**config.mk**
```make
export PLATFORM = sky130hd
export DESIGN_NAME = spike_array_top
export DESIGN_NICKNAME = d
export VERILOG_FILES = /design/src/logic/neuron_pkg.sv /design/src/logic/access_pkg.sv /design/src/logic/access_fsm.sv /design/src/logic/neuron_bank.sv /design/src/logic/neuron_unit.sv /design/src/logic/spike_array_top.sv /design/src/logic/tick_timer.sv
export SDC_FILE = /design/constraint.sdc
export NUM_CORES = 2
export LEC_CHECK = 0
export BUFFER_PORTS_ARGS = -buffer_cell sky130_fd_sc_hd__buf_2
export CAP_MARGIN = 20
export CORE_AREA = 3 3 423 467
export CTS_BUF_LIST = sky130_fd_sc_hd__clkbuf_8
export CTS_CLUSTER_DIAMETER = 120
export DETAILED_ROUTE_END_ITERATION = 8
export DIE_AREA = 0 0 426 470
export HOLD_SLACK_MARGIN = 0.02
export PLACE_DENSITY = 0.65
export SLEW_MARGIN = 0
export SYNTH_ARGS = -nofsm -noshare
export SYNTH_HDL_FRONTEND = slang
export SYNTH_SLANG_ARGS = --single-unit
```
**constraint.sdc**
```tcl
create_clock -name cpu_clk -period 9.9 [get_ports cpu_clk]
set_input_delay 1.485 -clock cpu_clk [delete_from_list [all_inputs] [get_ports cpu_clk]]
set_output_delay 1.485 -clock cpu_clk [all_outputs]
set_load 0.02 [all_outputs]
```
**src/logic/neuron_pkg.sv**
```systemverilog
package neuron_pkg;

    // Membrane potential; threshold, leak and stimulus share this width
    typedef logic [15:0] potential_t;

    // Spike counter, wraps on overflow
    typedef logic [15:0] count_t;

    // Bank register address: neuron index in [7:3], field in [2:0]
    typedef logic [7:0] reg_addr_t;

    // Bus data word
    typedef logic [31:0] reg_data_t;

    // Per-neuron register fields (addr mod 8)
    typedef enum logic [2:0] {
        FIELD_POTENTIAL = 3'd0,  // Read only
        FIELD_THRESHOLD = 3'd1,
        FIELD_LEAK      = 3'd2,
        FIELD_STIMULUS  = 3'd3,
        FIELD_COUNT     = 3'd4   // Read only
    } field_e;

    // Sticky spike status, write 1 to clear
    localparam reg_addr_t STATUS_ADDR = 8'h80;

    // Threshold value out of reset
    localparam potential_t THRESHOLD_RESET = 16'h0100;

endpackage

```
**src/logic/access_pkg.sv**
```systemverilog
package access_pkg;

    import neuron_pkg::*;

    // Bus operation carried to a bank
    typedef enum logic [1:0] {
        OP_NONE  = 2'd0,
        OP_READ  = 2'd1,
        OP_WRITE = 2'd2
    } access_op_e;

    // External access sequencing
    typedef enum logic [1:0] {
        ST_IDLE   = 2'd0,
        ST_ACCESS = 2'd1,  // Request valid at the bank
        ST_DONE   = 2'd2   // Ready pulse, read data returned
    } access_state_e;

    // Request presented to one neuron bank
    typedef struct packed {
        access_op_e op;
        reg_addr_t  addr;
        reg_data_t  wdata;
    } bank_req_t;

endpackage

```
**src/logic/access_fsm.sv**
```systemverilog
`timescale 1ns/1ps

module access_fsm
    import neuron_pkg::*, access_pkg::*;
#(
    parameter int NUM_NODES = 4
) (
    input  logic          cpu_clk,
    input  logic          rst_n,
    input  logic [7:0]    node_select,
    input  reg_addr_t     addr,
    input  logic          write_en,
    input  logic          read_en,
    input  reg_data_t     write_data,
    input  reg_data_t     bank_rdata [NUM_NODES],
    output bank_req_t     bank_req [NUM_NODES],
    output reg_data_t     read_data,
    output logic          ready
);

    access_state_e state;
    access_op_e    op_q;
    access_op_e    start_op;

    logic [7:0]    node_q;
    reg_addr_t     addr_q;
    reg_data_t     wdata_q;

    logic          node_valid;
    reg_data_t     sel_rdata;

    // Write wins when both strobes are high
    always_comb begin
        if (write_en) begin
            start_op = OP_WRITE;
        end else if (read_en) begin
            start_op = OP_READ;
        end else begin
            start_op = OP_NONE;
        end
    end

    always_ff @(posedge cpu_clk or negedge rst_n) begin
        if (!rst_n) begin
            state <= ST_IDLE;
            op_q  <= OP_NONE;
        end else begin
            case (state)
                ST_IDLE: begin
                    if (start_op != OP_NONE) begin
                        state <= ST_ACCESS;
                        op_q  <= start_op;
                    end
                end
                ST_ACCESS: begin
                    state <= ST_DONE;
                end
                default: begin  // ST_DONE
                    state <= ST_IDLE;
                end
            endcase
        end
    end

    // Request fields follow the bus while idle, then hold
    always_ff @(posedge cpu_clk) begin
        if (state == ST_IDLE) begin
            node_q  <= node_select;
            addr_q  <= addr;
            wdata_q <= write_data;
        end
    end

    assign node_valid = (node_q < 8'(NUM_NODES));  // Out-of-range select hits no bank

    // Only the selected bank sees a live opcode
    for (genvar i = 0; i < NUM_NODES; i++) begin : g_req
        assign bank_req[i].op    = (state == ST_ACCESS && node_q == 8'(i)) ? op_q : OP_NONE;
        assign bank_req[i].addr  = addr_q;
        assign bank_req[i].wdata = wdata_q;
    end

    always_comb begin
        sel_rdata = '0;
        for (int i = 0; i < NUM_NODES; i++) begin
            if (node_q == 8'(i)) begin
                sel_rdata = bank_rdata[i];
            end
        end
    end

    assign ready     = (state == ST_DONE);
    assign read_data = (ready && op_q == OP_READ && node_valid) ? sel_rdata : '0;

endmodule

```
**src/logic/neuron_bank.sv**
```systemverilog
`timescale 1ns/1ps

module neuron_bank
    import neuron_pkg::*, access_pkg::*;
#(
    parameter int NUM_NEURONS = 4
) (
    input  logic      cpu_clk,
    input  logic      rst_n,
    input  logic      tick,
    input  bank_req_t req,
    output reg_data_t rdata,
    output logic      interrupt
);

    logic [4:0]             nrn_idx;
    field_e                 field;
    logic                   is_write;
    logic                   status_wr;

    logic [NUM_NEURONS-1:0] wr_en;
    logic [NUM_NEURONS-1:0] spikes;
    logic [NUM_NEURONS-1:0] status;
    logic [NUM_NEURONS-1:0] clr_mask;

    potential_t             potential [NUM_NEURONS];
    potential_t             threshold [NUM_NEURONS];
    potential_t             leak      [NUM_NEURONS];
    potential_t             stimulus  [NUM_NEURONS];
    count_t                 count     [NUM_NEURONS];

    reg_data_t              rd_word;

    assign nrn_idx   = req.addr[7:3];
    assign field     = field_e'(req.addr[2:0]);
    assign is_write  = (req.op == OP_WRITE);
    assign status_wr = is_write && (req.addr == STATUS_ADDR);

    for (genvar i = 0; i < NUM_NEURONS; i++) begin : g_neuron
        assign wr_en[i] = is_write && (nrn_idx == 5'(i));

        neuron_unit u_neuron (
            .cpu_clk     (cpu_clk),
            .rst_n       (rst_n),
            .tick        (tick),
            .wr_en       (wr_en[i]),
            .field       (field),
            .wdata       (req.wdata[15:0]),
            .potential   (potential[i]),
            .threshold   (threshold[i]),
            .leak        (leak[i]),
            .stimulus    (stimulus[i]),
            .spike_count (count[i]),
            .spike       (spikes[i])
        );
    end

    // Read mux, anything unmapped returns zero
    always_comb begin
        rd_word = '0;
        if (req.addr == STATUS_ADDR) begin
            rd_word[NUM_NEURONS-1:0] = status;
        end else begin
            for (int i = 0; i < NUM_NEURONS; i++) begin
                if (nrn_idx == 5'(i)) begin
                    case (field)
                        FIELD_POTENTIAL: rd_word[15:0] = potential[i];
                        FIELD_THRESHOLD: rd_word[15:0] = threshold[i];
                        FIELD_LEAK:      rd_word[15:0] = leak[i];
                        FIELD_STIMULUS:  rd_word[15:0] = stimulus[i];
                        FIELD_COUNT:     rd_word[15:0] = count[i];
                        default:         rd_word       = '0;
                    endcase
                end
            end
        end
    end

    always_ff @(posedge cpu_clk) begin
        if (req.op == OP_READ) begin
            rdata <= rd_word;  // Returned in the following cycle
        end
    end

    assign clr_mask = status_wr ? req.wdata[NUM_NEURONS-1:0] : '0;

    // A new spike outranks a clear in the same cycle
    always_ff @(posedge cpu_clk or negedge rst_n) begin
        if (!rst_n) begin
            status <= '0;
        end else begin
            status <= (status & ~clr_mask) | spikes;
        end
    end

    assign interrupt = |status;

endmodule

```
**src/logic/neuron_unit.sv**
```systemverilog
`timescale 1ns/1ps

module neuron_unit
    import neuron_pkg::*;
(
    input  logic       cpu_clk,
    input  logic       rst_n,
    input  logic       tick,
    input  logic       wr_en,
    input  field_e     field,
    input  potential_t wdata,
    output potential_t potential,
    output potential_t threshold,
    output potential_t leak,
    output potential_t stimulus,
    output count_t     spike_count,
    output logic       spike
);

    potential_t  leaked;
    logic [16:0] sum;
    potential_t  integrated;
    logic        fire;

    // Leak floored at zero
    assign leaked = (potential > leak) ? potential - leak : '0;

    // Integrate with saturation
    assign sum        = {1'b0, leaked} + {1'b0, stimulus};
    assign integrated = sum[16] ? 16'hFFFF : sum[15:0];
    assign fire       = (integrated >= threshold);

    always_ff @(posedge cpu_clk or negedge rst_n) begin
        if (!rst_n) begin
            potential   <= '0;
            spike_count <= '0;
            spike       <= 1'b0;
        end else begin
            spike <= tick && fire;
            if (tick) begin
                if (fire) begin
                    potential   <= '0;
                    spike_count <= spike_count + 1'b1;
                end else begin
                    potential <= integrated;
                end
            end
        end
    end

    // Bus writes beat the tick on the writable fields
    always_ff @(posedge cpu_clk or negedge rst_n) begin
        if (!rst_n) begin
            threshold <= THRESHOLD_RESET;
            leak      <= '0;
            stimulus  <= '0;
        end else begin
            if (wr_en && field == FIELD_THRESHOLD) begin
                threshold <= wdata;
            end
            if (wr_en && field == FIELD_LEAK) begin
                leak <= wdata;
            end
            if (wr_en && field == FIELD_STIMULUS) begin
                stimulus <= wdata;
            end else if (tick) begin
                stimulus <= '0;  // Consumed by this timestep
            end
        end
    end

endmodule

```
**src/logic/spike_array_top.sv**
```systemverilog
`timescale 1ns/1ps

module spike_array_top
    import neuron_pkg::*, access_pkg::*;
#(
    parameter int NUM_NODES   = 4,
    parameter int NUM_NEURONS = 4,   // At most 8 per bank
    parameter int TICK_PERIOD = 16
) (
    input  logic                 cpu_clk,
    input  logic                 rst_n,
    input  logic [7:0]           ext_node_select,
    input  logic [7:0]           ext_addr,
    input  logic                 ext_write_en,
    input  logic                 ext_read_en,
    input  logic [31:0]          ext_write_data,
    output logic [31:0]          ext_read_data,
    output logic                 ext_ready,
    output logic [NUM_NODES-1:0] node_interrupts
);

    bank_req_t bank_req   [NUM_NODES];
    reg_data_t bank_rdata [NUM_NODES];
    logic      tick;

    access_fsm #(
        .NUM_NODES (NUM_NODES)
    ) u_access (
        .cpu_clk     (cpu_clk),
        .rst_n       (rst_n),
        .node_select (ext_node_select),
        .addr        (ext_addr),
        .write_en    (ext_write_en),
        .read_en     (ext_read_en),
        .write_data  (ext_write_data),
        .bank_rdata  (bank_rdata),
        .bank_req    (bank_req),
        .read_data   (ext_read_data),
        .ready       (ext_ready)
    );

    tick_timer #(
        .TICK_PERIOD (TICK_PERIOD)
    ) u_timer (
        .cpu_clk (cpu_clk),
        .rst_n   (rst_n),
        .tick    (tick)
    );

    // One bank per node, all stepped by the shared tick
    for (genvar n = 0; n < NUM_NODES; n++) begin : g_node
        neuron_bank #(
            .NUM_NEURONS (NUM_NEURONS)
        ) u_bank (
            .cpu_clk   (cpu_clk),
            .rst_n     (rst_n),
            .tick      (tick),
            .req       (bank_req[n]),
            .rdata     (bank_rdata[n]),
            .interrupt (node_interrupts[n])
        );
    end

endmodule

```
**src/logic/tick_timer.sv**
```systemverilog
`timescale 1ns/1ps

module tick_timer #(
    parameter int TICK_PERIOD = 16
) (
    input  logic cpu_clk,
    input  logic rst_n,
    output logic tick
);

    localparam int CNT_W = (TICK_PERIOD > 1) ? $clog2(TICK_PERIOD) : 1;

    logic [CNT_W-1:0] cnt;
    logic             wrap;

    assign wrap = (cnt == CNT_W'(TICK_PERIOD - 1));

    always_ff @(posedge cpu_clk or negedge rst_n) begin
        if (!rst_n) begin
            cnt  <= '0;
            tick <= 1'b0;
        end else begin
            if (wrap) begin
                cnt <= '0;
            end else begin
                cnt <= cnt + 1'b1;
            end
            tick <= wrap;  // One-cycle pulse per period
        end
    end

endmodule

```
After elaboration in Yosys (flattened, before gate mapping). Cells that the tools add are included.

Eq/ne operators: 24. Order comparisons: 33. $add $sub $neg: 49. Reductions and logical operators: 133. Bitwise logic cells: 12. Muxes and demuxes: 135.

Operators by type and width (number): $mux W16 (81); $pmux W16 S5 (16); $mux W32 (21); $add A16 B16 Y17 (16); $add A16 B1 Y16 const B (16); $ge A16 B16 Y1 (16); $gt A16 B16 Y1 (16); $sub A16 B16 Y16 (16); $logic_and A1 B1 Y1 (90); $mux W4 (9); $reduce_and A2 Y1 (17); $reduce_bool A2 Y1 (17); $and A4 B4 Y4 (4); $eq A8 B2 Y1 const B (2); $not A4 Y4 (4); $or A4 B4 Y4 (4); $reduce_or A4 Y1 (4); $eq A2 B1 Y1 const B (6); $mux W2 (6); $eq A2 B2 Y1 const B (5); $eq A5 B2 Y1 const B (2); $eq A8 B1 Y1 const B (1); $eq A8 B8 Y1 const B (1); $logic_not A8 Y1 (1); 14 further kinds (15).

Output and inout bits: 37. Bits in registers: 1481.

Depth between registers and ports, before layout.
Depth in word-level cells: 11. Mapped depth: 37. Mapped depth without buffers: 34.

By module. A second synthesis with hierarchy kept.

Cells, all modules: 11991. Area total of the unflattened synthesis: 106601.0 um^2.

By module, submodules not included: neuron_unit (g_node[1].u_bank.g_neuron[2].u_neuron ...) (seq. area each 2028.2 um^2, area an instance 5632.9 um^2, times used 9, cells an instance 644); neuron_unit (g_node[0].u_bank.g_neuron[0].u_neuron ...) (seq. area each 2028.2 um^2, area an instance 5205.0 um^2, times used 6, cells an instance 607); neuron_bank (g_node[1].u_bank ...) (seq. area each 580.6 um^2, area an instance 3827.4 um^2, times used 3, cells an instance 418); neuron_unit (g_node[3].u_bank.g_neuron[3].u_neuron) (seq. area each 2028.2 um^2, area an instance 5432.7 um^2, times used 1, cells an instance 605); access_fsm (seq. area each 1541.5 um^2, area an instance 3813.7 um^2, times used 1, cells an instance 286); neuron_bank (g_node[0].u_bank) (seq. area each 580.6 um^2, area an instance 3752.3 um^2, times used 1, cells an instance 394); tick_timer (seq. area each 125.1 um^2, area an instance 193.9 um^2, times used 1, cells an instance 14).

Least setup slack after synthesis. No wires, ideal clock.

Path type: reg2reg. Start point: register g_node[2].u_bank.g_neuron[0].u_neuron.potential[0]. End point: register g_node[2].u_bank.g_neuron[0].u_neuron.potential[10]. Stages on the path, launching flop included: 35. Buffers on the path: 4. Setup slack: 2.785 ns. Period minus slack after synthesis: 7.115 ns. Setup time: 0.100 ns. Required time: 9.800 ns. Arrival time: 7.016 ns. Cell sequence: dfrtp_1 > inv_1 > ha_1 > inv_1 > fa_1 > a21o_1 > a21o_1 > a221oi_1 > nor2_1 > o31a_1 > o22ai_1 > clkbuf_1 > nor2_1 > ha_1 > fa_1 > a21o_1 > and3_1 > o31ai_1 > a21oi_1 > a211oi_1 > o311a_1 > nor2b_1 > buf_4 > nor2b_1 > ha_1 > nand2b_1 > a21o_1 > a21oi_1 > o21ai_0 > a2111oi_0 > o21ai_0 > and2_1 > clkbuf_1 > clkbuf_1 > a311oi_1.

Word-level cells in the longest chain between the ends: 6.

Ends and longest elaborated chain: from (decl) (RTL line neuron_unit.sv:12) `output potential_t potential,`; from (signal assigned) (RTL line neuron_unit.sv:45) `potential <= integrated;`; $sub A16 B16 Y16 or $gt A16 B16 Y1 (tied branches) (RTL line neuron_unit.sv:26) `assign leaked = (potential > leak) ? potential - leak : '0;`; $mux W16 (*) (RTL line neuron_unit.sv:26); $add A16 B16 Y17 (*) (RTL line neuron_unit.sv:29) `assign sum = {1'b0, leaked} + {1'b0, stimulus};`; $mux W16 (*) (RTL line neuron_unit.sv:30) `assign integrated = sum[16] ? 16'hFFFF : sum[15:0];`; $ge A16 B16 Y1 (RTL line neuron_unit.sv:31) `assign fire = (integrated >= threshold);`; $mux W16 (*) (RTL line neuron_unit.sv:41) `if (fire) begin`.

Every way passes the cells marked *; elsewhere a longest branch is shown, timed or not. A chain may end at the register's enable or synchronous reset.

Final worst setup path.
Start point: register g_node[3].u_bank.g_neuron[1].u_neuron.potential[0]. End point: register g_node[3].u_bank.g_neuron[1].u_neuron.spike_count[1].

Word-level cells in the longest chain between the ends: 6.

Ends and longest elaborated chain: from (decl) (RTL line neuron_unit.sv:12); from (signal assigned) (RTL line neuron_unit.sv:45); $sub A16 B16 Y16 or $gt A16 B16 Y1 (tied branches) (RTL line neuron_unit.sv:26); $mux W16 (*) (RTL line neuron_unit.sv:26); $add A16 B16 Y17 (*) (RTL line neuron_unit.sv:29); $mux W16 (*) (RTL line neuron_unit.sv:30); $ge A16 B16 Y1 (*) (RTL line neuron_unit.sv:31); $reduce_and A2 Y1 (no line) (*); to (signal assigned) (RTL line neuron_unit.sv:43) `spike_count <= spike_count + 1'b1;`; to (decl) (RTL line neuron_unit.sv:16) `output count_t spike_count,`.

Marks and branches as above.

==> results_dict.tcl <==
set metrics [dict create \
    rsz0062_at_grt "no" \
    syn_to_final_growth_pct 8.722 \
    finalCritPeriodShare_pct 92.27 \
    slowest_stage "a2111oi_0" \
    wl_met3_um 31670 \
    cts_buffers 278 \
    detail_route.wirelength_um 352100 \
    ys_ff_latch 1417 \
    drc_errors 0 \
    cp_max_fo 17 \
    yosysTopAreaCellShare_pct 33.91 \
    r2r_slack_ns 0.77 \
    fp.dieW_um 426 \
    grt_max_degree 170 \
    clkSlewWorstSetupHoldPaths_ns 0.06 \
    pwr-share-seq_pct 38.8 \
    top_layer_used "met4" \
    netlist_area_mm2 0.09632 \
    yosysMostFrequentCell "dfrtp_1" \
    synth.area.top_cells "dfrtp_1 34%, ha_1 10%, nand2_1 5.0%, o21ai_0 4.2%, xnor2_1 3.6%" \
    clk_path_buf_depth 4 \
    avgSynthCellArea_um2 8.962 \
    antenna_found_initial 12 \
    synth_commonest_cells "1305 x dfrtp_1, 1278 x nand2_1, 812 x o21ai_0, 785 x ha_1, 756 x inv_1" \
    vdd.ir_drop.worst_v 0.0001741 \
    postSynth.asyncResetShare_pct 93.23 \
    grt_pass1_wl_um 524400 \
    crit_required_ns 10.81 \
    vias 84580 \
    start_util_pct 49.94 \
    drv_slew 0 \
    worst_pin_slew_ns 1.269 \
    ios 89 \
    root_buffer "clkbuf_8" \
    antenna_left 0 \
    drive_gt1_share_pct 10.77 \
    switchingPower_mw 5.510 \
    power_density_mw_per_mm2 146.8 \
    min_period_ns 9.134 \
    syn_inst 10750 \
    post_drt_wl_per_cell_um 26.17 \
    slew_headroom_pct 15.37 \
    cts_resized 0 \
    hold_violations 0 \
    core.rowCount 169 \
    ys_warn_count 0 \
    crit_type "flip-flop to flip-flop" \
    cts_htree_levels 5 \
    worstPathArrival_ns 10.04 \
    power.internal_mw 9.863 \
    postCtsSetupRepairBufs 0 \
    die_area_mm2 0.2002 \
    synth-edff-count 96 \
    cp_common_cell "a21oi_1" \
    grtUsageTotal_pct 34.48 \
    grt_pass1_vias 82760 \
    routed_via_density 6.287 \
    end_kind "flip-flop" \
    synth-main-ff-cell "dfrtp_1" \
    gr-total-overflow 0 \
    dr_wl_met2_um 157700 \
    layout_setup_ws_ns 0.7657 \
    netSwitchingFraction_pct 35.84 \
    ys_seq_area_share_pct 37.33 \
    clock_latency_ns 1.07 \
    drt_pass1_iterations 7 \
    cts_sinks 1417 \
    p_leak_nw 49.57 \
    coreArea_mm2 0.1928 \
    synth.lib_cells_used.distinct 96 \
    pwr-share-comb_pct 21.4 \
    met1Wirelength_um 138600 \
    max-cap-violations 0 \
    hold_path_class "input pin to asynchronous set/reset pin" \
    die_y_um 470 \
    place_ws_ns 0.9451 \
    slowest_delay_ns 0.66 \
    worstRegToRegCells 33 \
    finClkSkew_ns 0.07705 \
    io_buffers 56 \
    place.gp.congestion 0.9899 \
    drt_iter0_drc 9243 \
    start_kind "flip-flop" \
    cts_tree "built" \
    nNetsFinal 11560 \
    pwr-share-clk_pct 39.8 \
    setup_violations 0 \
    outcome "complete, no violations" \
    holdBufCountCts 0 \
    fmax_ghz 0.1095 \
    yosys.area.top_type "dfrtp_1" \
    hpwl_um 241500 \
    tns_ns 0 \
]
## sequential cells by signal, indices dropped and copies added, names as in the netlist, 16 cells and up
signal,cells
g_node.u_bank.g_neuron.u_neuron.stimulus,256
g_node.u_bank.g_neuron.u_neuron.spike,16
g_node.u_bank.g_neuron.u_neuron.threshold,256
g_node.u_bank.rdata,64
u_access.wdata_q,16
g_node.u_bank.status,16
g_node.u_bank.g_neuron.u_neuron.potential,256
g_node.u_bank.g_neuron.u_neuron.leak,256
g_node.u_bank.g_neuron.u_neuron.spike_count,256
## final cells by class
| class | instances | area, um^2 |
|---|---|---|
| Clock inverter | 122 | 749.5 |
| Clock buffer | 349 | 4803 |
| Antenna cell | 9 | 22.52 |
| Fill cell | 17650 | 88130 |
| Timing Repair Buffer | 239 | 1876 |
| Sequential cell | 1417 | 35960 |
| Tap cell | 2565 | 3209 |
| Inverter | 756 | 2845 |
| Multi-Input combinational cell | 7997 | 55250 |
## how the worst max path moves through the flow
stage           endpoint  slack (ns)  cells after the start
3_3_place_gp   flip-flop        0.97                     33
4_1_cts        flip-flop        0.81                     33
6_report       flip-flop        0.77                     33
5_1_grt        flip-flop        0.16                     33
3_5_place_dp   flip-flop        0.95                     33
2_1_floorplan  flip-flop        2.78                     34
## power groups by stage
stage / clock network (mW) / registers (mW) / logic, mW
detailed placement: 0 / 6.07 / 3.15
CTS: 6.19 / 5.97 / 3.15
finish: 6.11 / 5.97 / 3.29
global placement: 0 / 6.07 / 3.14
global route: 6.44 / 5.97 / 3.25
floorplan: 0 / 6.07 / 1.38
## layout by cell type, fill, tap and decap left out, types with 251 or more instances in the layout
| cell | count |
|---|---|
| a21o_1 | 251 |
| a21oi_1 | 548 |
| clkbuf_8 | 349 |
| dfrtp_1 | 1304 |
| ha_1 | 785 |
| inv_1 | 833 |
| mux2_2 | 288 |
| nand2_1 | 1277 |
| nand3_1 | 333 |
| nor2_1 | 701 |
| o21ai_0 | 812 |
| xnor2_1 | 394 |
## routing by layer
layer,vias up,global-route usage (%)
met1,41480,44.41
li1,37930,-
met4,0,20.97
met3,1017,6.754
met2,4156,53.49
met5,-,0
## stage by stage
step                utilization, %  power (mW)  std cells  hold slack (ns)  cell area, um^2
global route                 54.29       15.67      13450           0.4050           104700
global placement             51.36       9.211      12970           0.4138            99050
floorplan                        -       7.455      10760           0.4084            96370
CTS                          54.26       15.31      13440           0.3351           104600
finish                       54.30       15.37      13450           0.4053           104700
detailed placement           51.38       9.221      12970           0.4161            99090
## worst max-delay path, delay by kind of cell, from the launching register on
kind | cells | cell delay [ns]
buffers and inverters | 3 | 0.37
DFF | 1 | 0.38
muxes | 1 | 0.28
AOI/OAI and AO/OA | 20 | 5.83
adders and majority gates | 5 | 1.49
and+or+nand+nor | 4 | 0.64
## logic make-up after synthesis
kind of cell | Yosys count | synth area share (%)
multiplexers | 552 | 6.546
AND/OR/NAND/NOR | 3247 | 15.56
XOR/XNOR | 621 | 5.647
flip-flops | 1417 | 37.33
adder cells (fa/ha/maj) | 817 | 10.86
buffers and inverters | 1348 | 5.564
other | 1 | 0.003893
AO/OA/AOI/OAI | 2744 | 18.48
Power figures use the tool's default switching activity.
